$ cat src/rtl/lsu_l1d_pkg.sv
/* Shared definitions for the L1D side ports.
   Cache geometry, the physical address union, status and snoop command types. */
`default_nettype none

package lsu_l1d_pkg;

  // --------------------------------------------------------------------------
  // Geometry
  // --------------------------------------------------------------------------
  localparam int PADDR_W    = 32;
  localparam int XLEN_W     = 32;
  localparam int LINE_W     = 128;
  localparam int LINE_B_W   = LINE_W / 8;
  localparam int SET_NUM    = 16;
  localparam int INDEX_W    = 4;
  localparam int OFFSET_W   = 4;
  localparam int TAG_W      = PADDR_W - INDEX_W - OFFSET_W;
  localparam int WORD_SEL_W = 2;
  localparam int BYTE_OFF_W = 2;

  typedef logic [LINE_W-1:0] line_t;
  typedef logic [XLEN_W-1:0] word_t;

  // Array lookup view
  typedef struct packed {
    logic [TAG_W-1:0]    tag;
    logic [INDEX_W-1:0]  index;
    logic [OFFSET_W-1:0] offset;
  } paddr_cache_t;

  // Word extraction view
  typedef struct packed {
    logic [PADDR_W-OFFSET_W-1:0] line_addr;
    logic [WORD_SEL_W-1:0]       word_sel;
    logic [BYTE_OFF_W-1:0]       byte_off;
  } paddr_word_t;

  typedef union packed {
    paddr_cache_t cache;
    paddr_word_t  word;
  } paddr_u;

  typedef enum logic [1:0] {
    STATUS_NONE         = 2'd0,
    STATUS_HIT          = 2'd1,
    STATUS_MISS         = 2'd2,
    STATUS_L1D_CONFLICT = 2'd3
  } l1d_status_e;

  typedef enum logic [0:0] {
    SNOOP_READ    = 1'b0,
    SNOOP_INVALID = 1'b1
  } snoop_cmd_e;

endpackage

`default_nettype wire

$ cat src/rtl/l1d_array.sv
/* Direct-mapped L1D tag/data array.
   Two registered read ports (PTW, snoop), the read conflict rule,
   line fill and snoop invalidate writes. */
`timescale 1ns/1ps
`default_nettype none

module l1d_array (
  input  wire logic                i_clk,
  input  wire logic                i_reset_n,

  input  wire logic                i_ptw_rd_valid,
  input  lsu_l1d_pkg::paddr_u      i_ptw_rd_paddr,

  input  wire logic                i_snp_rd_valid,
  input  wire logic                i_snp_inv_valid,
  input  lsu_l1d_pkg::paddr_u      i_snp_paddr,

  input  wire logic                i_fill_valid,
  input  lsu_l1d_pkg::paddr_u      i_fill_paddr,
  input  lsu_l1d_pkg::line_t       i_fill_data,

  output logic                     o_ptw_s1_hit,
  output logic                     o_ptw_s1_miss,
  output logic                     o_ptw_s1_conflict,
  output lsu_l1d_pkg::line_t       o_ptw_s1_data,

  output logic                     o_snp_s1_hit,
  output logic                     o_snp_s1_miss,
  output lsu_l1d_pkg::line_t       o_snp_s1_data
);

  logic [lsu_l1d_pkg::SET_NUM-1:0] r_valid;
  logic [lsu_l1d_pkg::TAG_W-1:0]   r_tag  [lsu_l1d_pkg::SET_NUM];
  lsu_l1d_pkg::line_t              r_data [lsu_l1d_pkg::SET_NUM];

  logic w_ptw_match;
  logic w_snp_match;
  logic w_conflict;

  // --------------------------------------------------------------------------
  // s0 lookup against the contents before this edge's writes
  // --------------------------------------------------------------------------
  assign w_ptw_match = r_valid[i_ptw_rd_paddr.cache.index] &
                       (r_tag[i_ptw_rd_paddr.cache.index] == i_ptw_rd_paddr.cache.tag);
  assign w_snp_match = r_valid[i_snp_paddr.cache.index] &
                       (r_tag[i_snp_paddr.cache.index] == i_snp_paddr.cache.tag);

  // Snoop read always wins the shared read path
  assign w_conflict = i_ptw_rd_valid & i_snp_rd_valid;

  always_ff @(posedge i_clk or negedge i_reset_n) begin
    if (!i_reset_n) begin
      o_ptw_s1_hit      <= 1'b0;
      o_ptw_s1_miss     <= 1'b0;
      o_ptw_s1_conflict <= 1'b0;
      o_snp_s1_hit      <= 1'b0;
      o_snp_s1_miss     <= 1'b0;
    end else begin
      o_ptw_s1_hit      <= i_ptw_rd_valid & ~w_conflict & w_ptw_match;
      o_ptw_s1_miss     <= i_ptw_rd_valid & ~w_conflict & ~w_ptw_match;
      o_ptw_s1_conflict <= w_conflict;
      o_snp_s1_hit      <= i_snp_rd_valid & w_snp_match;
      o_snp_s1_miss     <= i_snp_rd_valid & ~w_snp_match;
    end
  end

  always_ff @(posedge i_clk) begin
    if (i_ptw_rd_valid) begin
      o_ptw_s1_data <= r_data[i_ptw_rd_paddr.cache.index];
    end
    if (i_snp_rd_valid) begin
      o_snp_s1_data <= r_data[i_snp_paddr.cache.index];
    end
  end

  // --------------------------------------------------------------------------
  // Writes
  // --------------------------------------------------------------------------
  // Invalidate is assigned last so it wins on a shared index
  always_ff @(posedge i_clk or negedge i_reset_n) begin
    if (!i_reset_n) begin
      r_valid <= '0;
    end else begin
      if (i_fill_valid) begin
        r_valid[i_fill_paddr.cache.index] <= 1'b1;
      end
      if (i_snp_inv_valid) begin
        r_valid[i_snp_paddr.cache.index] <= 1'b0;
      end
    end
  end

  always_ff @(posedge i_clk) begin
    if (i_fill_valid) begin
      r_tag[i_fill_paddr.cache.index]  <= i_fill_paddr.cache.tag;
      r_data[i_fill_paddr.cache.index] <= i_fill_data;
    end
  end

endmodule

`default_nettype wire

$ cat src/rtl/l1d_ptw_port.sv
/* PTW access port into the L1D array.
   Forwards the s0 read, selects the requested word in s1 and forms the status. */
`timescale 1ns/1ps
`default_nettype none

module l1d_ptw_port (
  input  wire logic                i_clk,
  input  wire logic                i_reset_n,

  input  wire logic                i_req_valid,
  input  lsu_l1d_pkg::paddr_u      i_paddr,

  input  wire logic                i_s1_hit,
  input  wire logic                i_s1_miss,
  input  wire logic                i_s1_conflict,
  input  lsu_l1d_pkg::line_t       i_s1_data,

  output logic                     o_rd_valid,
  output lsu_l1d_pkg::paddr_u      o_rd_paddr,
  output logic                     o_resp_valid,
  output lsu_l1d_pkg::l1d_status_e o_status,
  output lsu_l1d_pkg::word_t       o_data
);

  logic [lsu_l1d_pkg::WORD_SEL_W-1:0] r_word_sel;

  assign o_rd_valid = i_req_valid;
  assign o_rd_paddr = i_paddr;

  always_ff @(posedge i_clk or negedge i_reset_n) begin
    if (!i_reset_n) begin
      o_resp_valid <= 1'b0;
    end else begin
      o_resp_valid <= i_req_valid;
    end
  end

  always_ff @(posedge i_clk) begin
    if (i_req_valid) begin
      r_word_sel <= i_paddr.word.word_sel;
    end
  end

  assign o_data = i_s1_data[r_word_sel*lsu_l1d_pkg::XLEN_W +: lsu_l1d_pkg::XLEN_W];

  assign o_status = i_s1_conflict ? lsu_l1d_pkg::STATUS_L1D_CONFLICT :
                    i_s1_hit      ? lsu_l1d_pkg::STATUS_HIT :
                    i_s1_miss     ? lsu_l1d_pkg::STATUS_MISS :
                                    lsu_l1d_pkg::STATUS_NONE;

endmodule

`default_nettype wire

$ cat src/rtl/l1d_snoop_port.sv
/* Coherence snoop port into the L1D array.
   Splits a command into line read or invalidate and builds the s1 response. */
`timescale 1ns/1ps
`default_nettype none

module l1d_snoop_port (
  input  wire logic                         i_clk,
  input  wire logic                         i_reset_n,

  input  wire logic                         i_req_valid,
  input  lsu_l1d_pkg::snoop_cmd_e           i_cmd,
  input  lsu_l1d_pkg::paddr_u               i_paddr,

  input  wire logic                         i_s1_hit,
  input  wire logic                         i_s1_miss,
  input  lsu_l1d_pkg::line_t                i_s1_data,

  output logic                              o_rd_valid,
  output logic                              o_inv_valid,
  output lsu_l1d_pkg::paddr_u               o_paddr,

  output logic                              o_resp_valid,
  output lsu_l1d_pkg::l1d_status_e          o_status,
  output logic [lsu_l1d_pkg::LINE_B_W-1:0]  o_be,
  output lsu_l1d_pkg::line_t                o_data
);

  // --------------------------------------------------------------------------
  // s0 command decode
  // --------------------------------------------------------------------------
  assign o_rd_valid  = i_req_valid & (i_cmd == lsu_l1d_pkg::SNOOP_READ);
  assign o_inv_valid = i_req_valid & (i_cmd == lsu_l1d_pkg::SNOOP_INVALID);
  assign o_paddr     = i_paddr;

  always_ff @(posedge i_clk or negedge i_reset_n) begin
    if (!i_reset_n) begin
      o_resp_valid <= 1'b0;
    end else begin
      o_resp_valid <= i_req_valid;
    end
  end

  // --------------------------------------------------------------------------
  // s1 response
  // --------------------------------------------------------------------------
  // An invalidate leaves both flags low, giving NONE with no data
  assign o_status = i_s1_hit  ? lsu_l1d_pkg::STATUS_HIT :
                    i_s1_miss ? lsu_l1d_pkg::STATUS_MISS :
                                lsu_l1d_pkg::STATUS_NONE;

  assign o_be   = {lsu_l1d_pkg::LINE_B_W{i_s1_hit}};
  assign o_data = i_s1_hit ? i_s1_data : '0;

endmodule

`default_nettype wire

$ cat src/rtl/lsu_l1d_side_top.sv
/* L1D side access top.
   PTW port and snoop port sharing one direct-mapped tag/data array. */
`timescale 1ns/1ps
`default_nettype none

module lsu_l1d_side_top (
  input  wire logic                         i_clk,
  input  wire logic                         i_reset_n,

  // PTW request / response
  input  wire logic                         i_ptw_req_valid,
  input  lsu_l1d_pkg::paddr_u               i_ptw_paddr,
  output logic                              o_ptw_resp_valid,
  output lsu_l1d_pkg::l1d_status_e          o_ptw_status,
  output lsu_l1d_pkg::word_t                o_ptw_data,

  // Snoop request / response
  input  wire logic                         i_snoop_req_valid,
  input  lsu_l1d_pkg::snoop_cmd_e           i_snoop_cmd,
  input  lsu_l1d_pkg::paddr_u               i_snoop_paddr,
  output logic                              o_snoop_resp_valid,
  output lsu_l1d_pkg::l1d_status_e          o_snoop_status,
  output logic [lsu_l1d_pkg::LINE_B_W-1:0]  o_snoop_be,
  output lsu_l1d_pkg::line_t                o_snoop_data,

  // Line fill from the miss side
  input  wire logic                         i_fill_valid,
  input  lsu_l1d_pkg::paddr_u               i_fill_paddr,
  input  lsu_l1d_pkg::line_t                i_fill_data
);

  logic                ptw_rd_valid;
  lsu_l1d_pkg::paddr_u ptw_rd_paddr;
  logic                snp_rd_valid;
  logic                snp_inv_valid;
  lsu_l1d_pkg::paddr_u snp_paddr;

  logic                ptw_s1_hit;
  logic                ptw_s1_miss;
  logic                ptw_s1_conflict;
  lsu_l1d_pkg::line_t  ptw_s1_data;
  logic                snp_s1_hit;
  logic                snp_s1_miss;
  lsu_l1d_pkg::line_t  snp_s1_data;

  l1d_ptw_port u_ptw_port (
    .i_clk         (i_clk),
    .i_reset_n     (i_reset_n),
    .i_req_valid   (i_ptw_req_valid),
    .i_paddr       (i_ptw_paddr),
    .i_s1_hit      (ptw_s1_hit),
    .i_s1_miss     (ptw_s1_miss),
    .i_s1_conflict (ptw_s1_conflict),
    .i_s1_data     (ptw_s1_data),
    .o_rd_valid    (ptw_rd_valid),
    .o_rd_paddr    (ptw_rd_paddr),
    .o_resp_valid  (o_ptw_resp_valid),
    .o_status      (o_ptw_status),
    .o_data        (o_ptw_data)
  );

  l1d_snoop_port u_snoop_port (
    .i_clk        (i_clk),
    .i_reset_n    (i_reset_n),
    .i_req_valid  (i_snoop_req_valid),
    .i_cmd        (i_snoop_cmd),
    .i_paddr      (i_snoop_paddr),
    .i_s1_hit     (snp_s1_hit),
    .i_s1_miss    (snp_s1_miss),
    .i_s1_data    (snp_s1_data),
    .o_rd_valid   (snp_rd_valid),
    .o_inv_valid  (snp_inv_valid),
    .o_paddr      (snp_paddr),
    .o_resp_valid (o_snoop_resp_valid),
    .o_status     (o_snoop_status),
    .o_be         (o_snoop_be),
    .o_data       (o_snoop_data)
  );

  l1d_array u_array (
    .i_clk             (i_clk),
    .i_reset_n         (i_reset_n),
    .i_ptw_rd_valid    (ptw_rd_valid),
    .i_ptw_rd_paddr    (ptw_rd_paddr),
    .i_snp_rd_valid    (snp_rd_valid),
    .i_snp_inv_valid   (snp_inv_valid),
    .i_snp_paddr       (snp_paddr),
    .i_fill_valid      (i_fill_valid),
    .i_fill_paddr      (i_fill_paddr),
    .i_fill_data       (i_fill_data),
    .o_ptw_s1_hit      (ptw_s1_hit),
    .o_ptw_s1_miss     (ptw_s1_miss),
    .o_ptw_s1_conflict (ptw_s1_conflict),
    .o_ptw_s1_data     (ptw_s1_data),
    .o_snp_s1_hit      (snp_s1_hit),
    .o_snp_s1_miss     (snp_s1_miss),
    .o_snp_s1_data     (snp_s1_data)
  );

endmodule

`default_nettype wire

$ cat config.mk
export PLATFORM = sky130hd
export DESIGN_NAME = lsu_l1d_side_top
export DESIGN_NICKNAME = d
export VERILOG_FILES = /design/src/rtl/lsu_l1d_pkg.sv /design/src/rtl/l1d_array.sv /design/src/rtl/l1d_ptw_port.sv /design/src/rtl/l1d_snoop_port.sv /design/src/rtl/lsu_l1d_side_top.sv
export SDC_FILE = /design/constraint.sdc
export NUM_CORES = 2
export LEC_CHECK = 0
export BUFFER_PORTS_ARGS = -buffer_cell sky130_fd_sc_hd__buf_2
export CORE_ASPECT_RATIO = 0.8
export CORE_UTILIZATION = 40
export DETAILED_ROUTE_END_ITERATION = 6
export GPL_TIMING_DRIVEN = 0
export SLEW_MARGIN = 40
export SYNTH_ARGS = -nofsm -noshare
export SYNTH_HDL_FRONTEND = slang
export SYNTH_SLANG_ARGS = --single-unit
$ cat constraint.sdc
create_clock -name i_clk -period 5.74 [get_ports i_clk]
set_clock_uncertainty 0.15 [all_clocks]
set_input_delay 0.574 -clock i_clk [delete_from_list [all_inputs] [get_ports i_clk]]
set_output_delay 0.574 -clock i_clk [all_outputs]
set_load 0.01 [all_outputs]
==> results by group <==
STA
  • RSZ-0062 raised after global routing: false
  • Worst-Margin Slew: 1.00 ns
  • Min Clock Period, post-route: 4.86 ns
  • Final setup fails: 0
  • Fmax: 0.206 GHz
  • Max-slew violation count: 0
  • Final worst-path cycle share: 0.846
  • Rel. slew slack: 0.330
  • Hold Vio Cnt, Final: 0

Floorplanning
  • Die width: 617 microns
  • CORE AREA: 301000 sq um
  • Row count: 180
  • Starting density of the core: 0.402
  • Height of the die: 494 microns
  • Die area: 304000 sq um
  • # IOs: 412

Worst setup path
  • Worst path max stage delay: 0.76 ns
  • Crit-path slowest cell: a2111oi_1
  • CP delay by family, top: buffers and inverters
  • Worst-path cell chain: buf_2 > buf_2 > buf_2 > buf_2 > buf_2 > mux2i_1 > nand4_1 > a2111oi_1 > o211ai_1 > nor3_1
  • Critical Path Most Common Cell: buf_2
  • Critical path capture point type: register
  • Startpoint Class: input port
  • Critical path arrival: 5.42 ns
  • CP Data Required Time: 6.30 ns
  • Crit Path Max Fanout: 10
  • Crit Path Class: input port to register
  • Critical path buffer and inverter count: 5

Route
  • DR iter-0 viols: 10733
  • Vias per cell: 6.43
  • Drt pass-1 iters: 6
  • ANT nets after route: 0
  • Avg WL per Cell: 39.4 microns
  • Routed vias: 68087
  • Final WL: 417000 microns
  • DRC viols: 0

Global routing
  • GR Overflow Total: 0
  • Global-route wire length before repair: 567000 microns
  • Met1 Use GR: 0.381
  • Initial antenna violation count: 76
  • Total Routing Usage GR: 0.272
  • Largest net degree at the start of global routing: 76
  • GR peak layer: met2
  • Vias in the first global route: 67576
  • GR Util met2: 0.419
  • M3 GR Usage: 0.0605

Cells and area
  • Syn-to-layout area delta: 19.5%
  • Post-route cell area: 144000 sq um
  • Layout Nets: 6581
  • Post-layout util: 0.480
  • Fraction of layout cells with a size suffix above 1: 0.452

Pwr
  • Pwr Density: 310 nW/um^2
  • Reg power frac: 0.504
  • Switch Pwr: 10.6 mW
  • Internal: 34.3 mW
  • P_leak: 46.9 nW
  • Clock power share: 0.399
  • Comb pwr share: 0.096
  • VDD IR max: 0.000222 V
  • Switching Fraction: 0.235

Synthesis
  • Yosys top cell area share: 0.668
  • Syn Inst Count: 5194
  • Number of synthesized register bits: 2713
  • Syn Nets: 5424
  • Largest area contributor in the netlist: edfxtp_1
  • Post-synth top cells: edfxtp_1 (2690), mux4_2 (1486), clkbuf_1 (183), and2_1 (136), buf_2 (110)
  • Seq/Total Area, Yosys: 0.673
  • Post-synth EDFFs: 2690
  • Dominant synthesized flop cell: edfxtp_1
  • Mapped Avg Cell Area: 23.3 sq um
  • Post-synthesis async set-or-reset flop share: 0.00848
  • Cell Area, Synth: 121000 sq um
  • Yosys warning count: 0
  • Synth area leaders: edfxtp_1 (67%), mux4_2 (28%), mux2i_1 (0.79%)
  • Most frequent cell after synthesis: edfxtp_1
  • Cell variety after synth: 62

Clocking
  • Root buf cell: clkbuf_16
  • Resize count post-CTS: 0
  • CTS buffer count: 288
  • Reg clk slew, reported paths: 0.06 ns
  • Post-CTS Repair Setup Buffers: 0
  • Sink Count: 2713
  • Clock Tree Buf Depth: 4
  • H-tree depth: 5
  • Worst skew pair latency: 0.86 ns
  • CTS tree: done

Min path
  • Hold Path Class: input port to register

Placement
  • Placed inst area: 134000 sq um
  • Final RePlAce weighted congestion: 0.879
  • I/O Buffers: 395
  • Dpl hpwl: 300000 microns

Run status
  • Outcome: complete, no violations

Flow run
  • Max_cap viols: 0
[path summary, 6_finish.rpt]
check	startpoint	depth (start not counted)	to	slack, ns
min in group asynchronous	i_reset_n	2	u_array.o_ptw_s1_hit$_DFF_PN0_	0.11
max	i_ptw_paddr[5]	10	u_array.o_ptw_s1_hit$_DFF_PN0_	0.88
max in group asynchronous	i_reset_n	2	u_array.o_snp_s1_hit$_DFF_PN0_	4.89
min reg2reg	u_array.r_valid[7]$_DFF_PN0_	1	u_array.r_valid[7]$_DFF_PN0_	0.36
max reg2reg	u_array.r_tag[14][1]$_DFFE_PP_	7	u_array.o_ptw_s1_hit$_DFF_PN0_	1.76
min	i_fill_paddr[7]	2	u_array.r_tag[1][2]$_DFFE_PP_	0.1
[per-layer routing]
metal  wire length (microns)  up-vias
li1                        -    25562
met1                  162000    37144
met2                  191000     4588
met3                   44400      755
met4                   19100       38
met5                     257        -
[area by class of cell]
cell class | count | area (sq um)
Fill cell | 24291 | 156000
Sequential cell | 2713 | 81400
Multi-Input combinational cell | 2069 | 37800
Timing Repair Buffer | 867 | 9310
Clock buffer | 352 | 7600
Tap cell | 4004 | 5010
Buffer | 395 | 2070
Clock inverter | 144 | 1120
Antenna cell | 29 | 72.6
Inverter | 17 | 71.3
[sequential cells by signal, indices dropped and copies added, names as in the netlist]
name                       flops
u_array.r_data              2048
u_array.o_snp_s1_hit           1
u_array.o_ptw_s1_data        128
u_array.r_valid               16
u_snoop_port.o_resp_valid      1
u_array.o_ptw_s1_miss          1
u_array.r_tag                384
u_array.o_snp_s1_data        128
u_array.o_snp_s1_miss          1
u_ptw_port.r_word_sel          2
u_ptw_port.o_resp_valid        1
u_array.o_ptw_s1_hit           1
u_array.o_ptw_s1_conflict      1
[cell families (layout without fill, tap and decap cells)]
family | count (synthesis) | count (layout) | synth area share
flops | 2713 | 2713 | 0.673
mux | 1595 | 1595 | 0.287
buf+inv | 412 | 1775 | 0.0153
simple gates | 295 | 295 | 0.0134
compound gates | 124 | 124 | 0.00746
xor+xnor | 55 | 55 | 0.00399
other cells | 0 | 29 | 0
[metrics by stage]
stage	cells	setup slack, ns	power [mW]	hold WS, ns	TNS [ns]
2_1_floorplan	5194	-2.54	25.2	0.128	-4571.50
3_5_place_dp	9907	0.150	27.2	0.351	0
4_1_cts	10561	1.06	45.0	0.0374	0
5_1_grt	10574	0.937	45.9	0.0989	0
3_3_place_gp	9593	-14.07	27.1	0.335	-
6_report	10590	0.883	44.8	0.0983	0
[placed cells by master (no fill, tap or decap), drive strengths merged, types with 17 or more instances in the layout]
| master | instances |
|---|---|
| nand2 | 48 |
| nor2b | 17 |
| and2 | 136 |
| mux2i | 96 |
| diode | 29 |
| xor2 | 24 |
| clkinv | 110 |
| mux4 | 1492 |
| nor2 | 37 |
| dlygate4sd3 | 158 |
| edfxtp | 2690 |
| dfrtp | 23 |
| clkbuf | 536 |
| o21ai | 18 |
| buf | 920 |
| xnor2 | 31 |
| a21oi | 18 |
| inv | 28 |
[power by group through the flow]
stage	Clock (mW)	Combinational, mW	Sequential [mW]
after floorplan	0	2.23	23.0
after global placement	0	3.96	23.1
after detailed placement	0	4.18	23.0
after CTS	18.1	4.31	22.6
after global routing	18.7	4.46	22.6
final	17.9	4.32	22.6
[repair_timing]
item,4_1_cts,5_1_grt
hold endpoints to repair,2482,0
hold buffers,158,0
endpoints found under the setup margin,0,0
No activity file was read; power rests on OpenSTA's default activity.
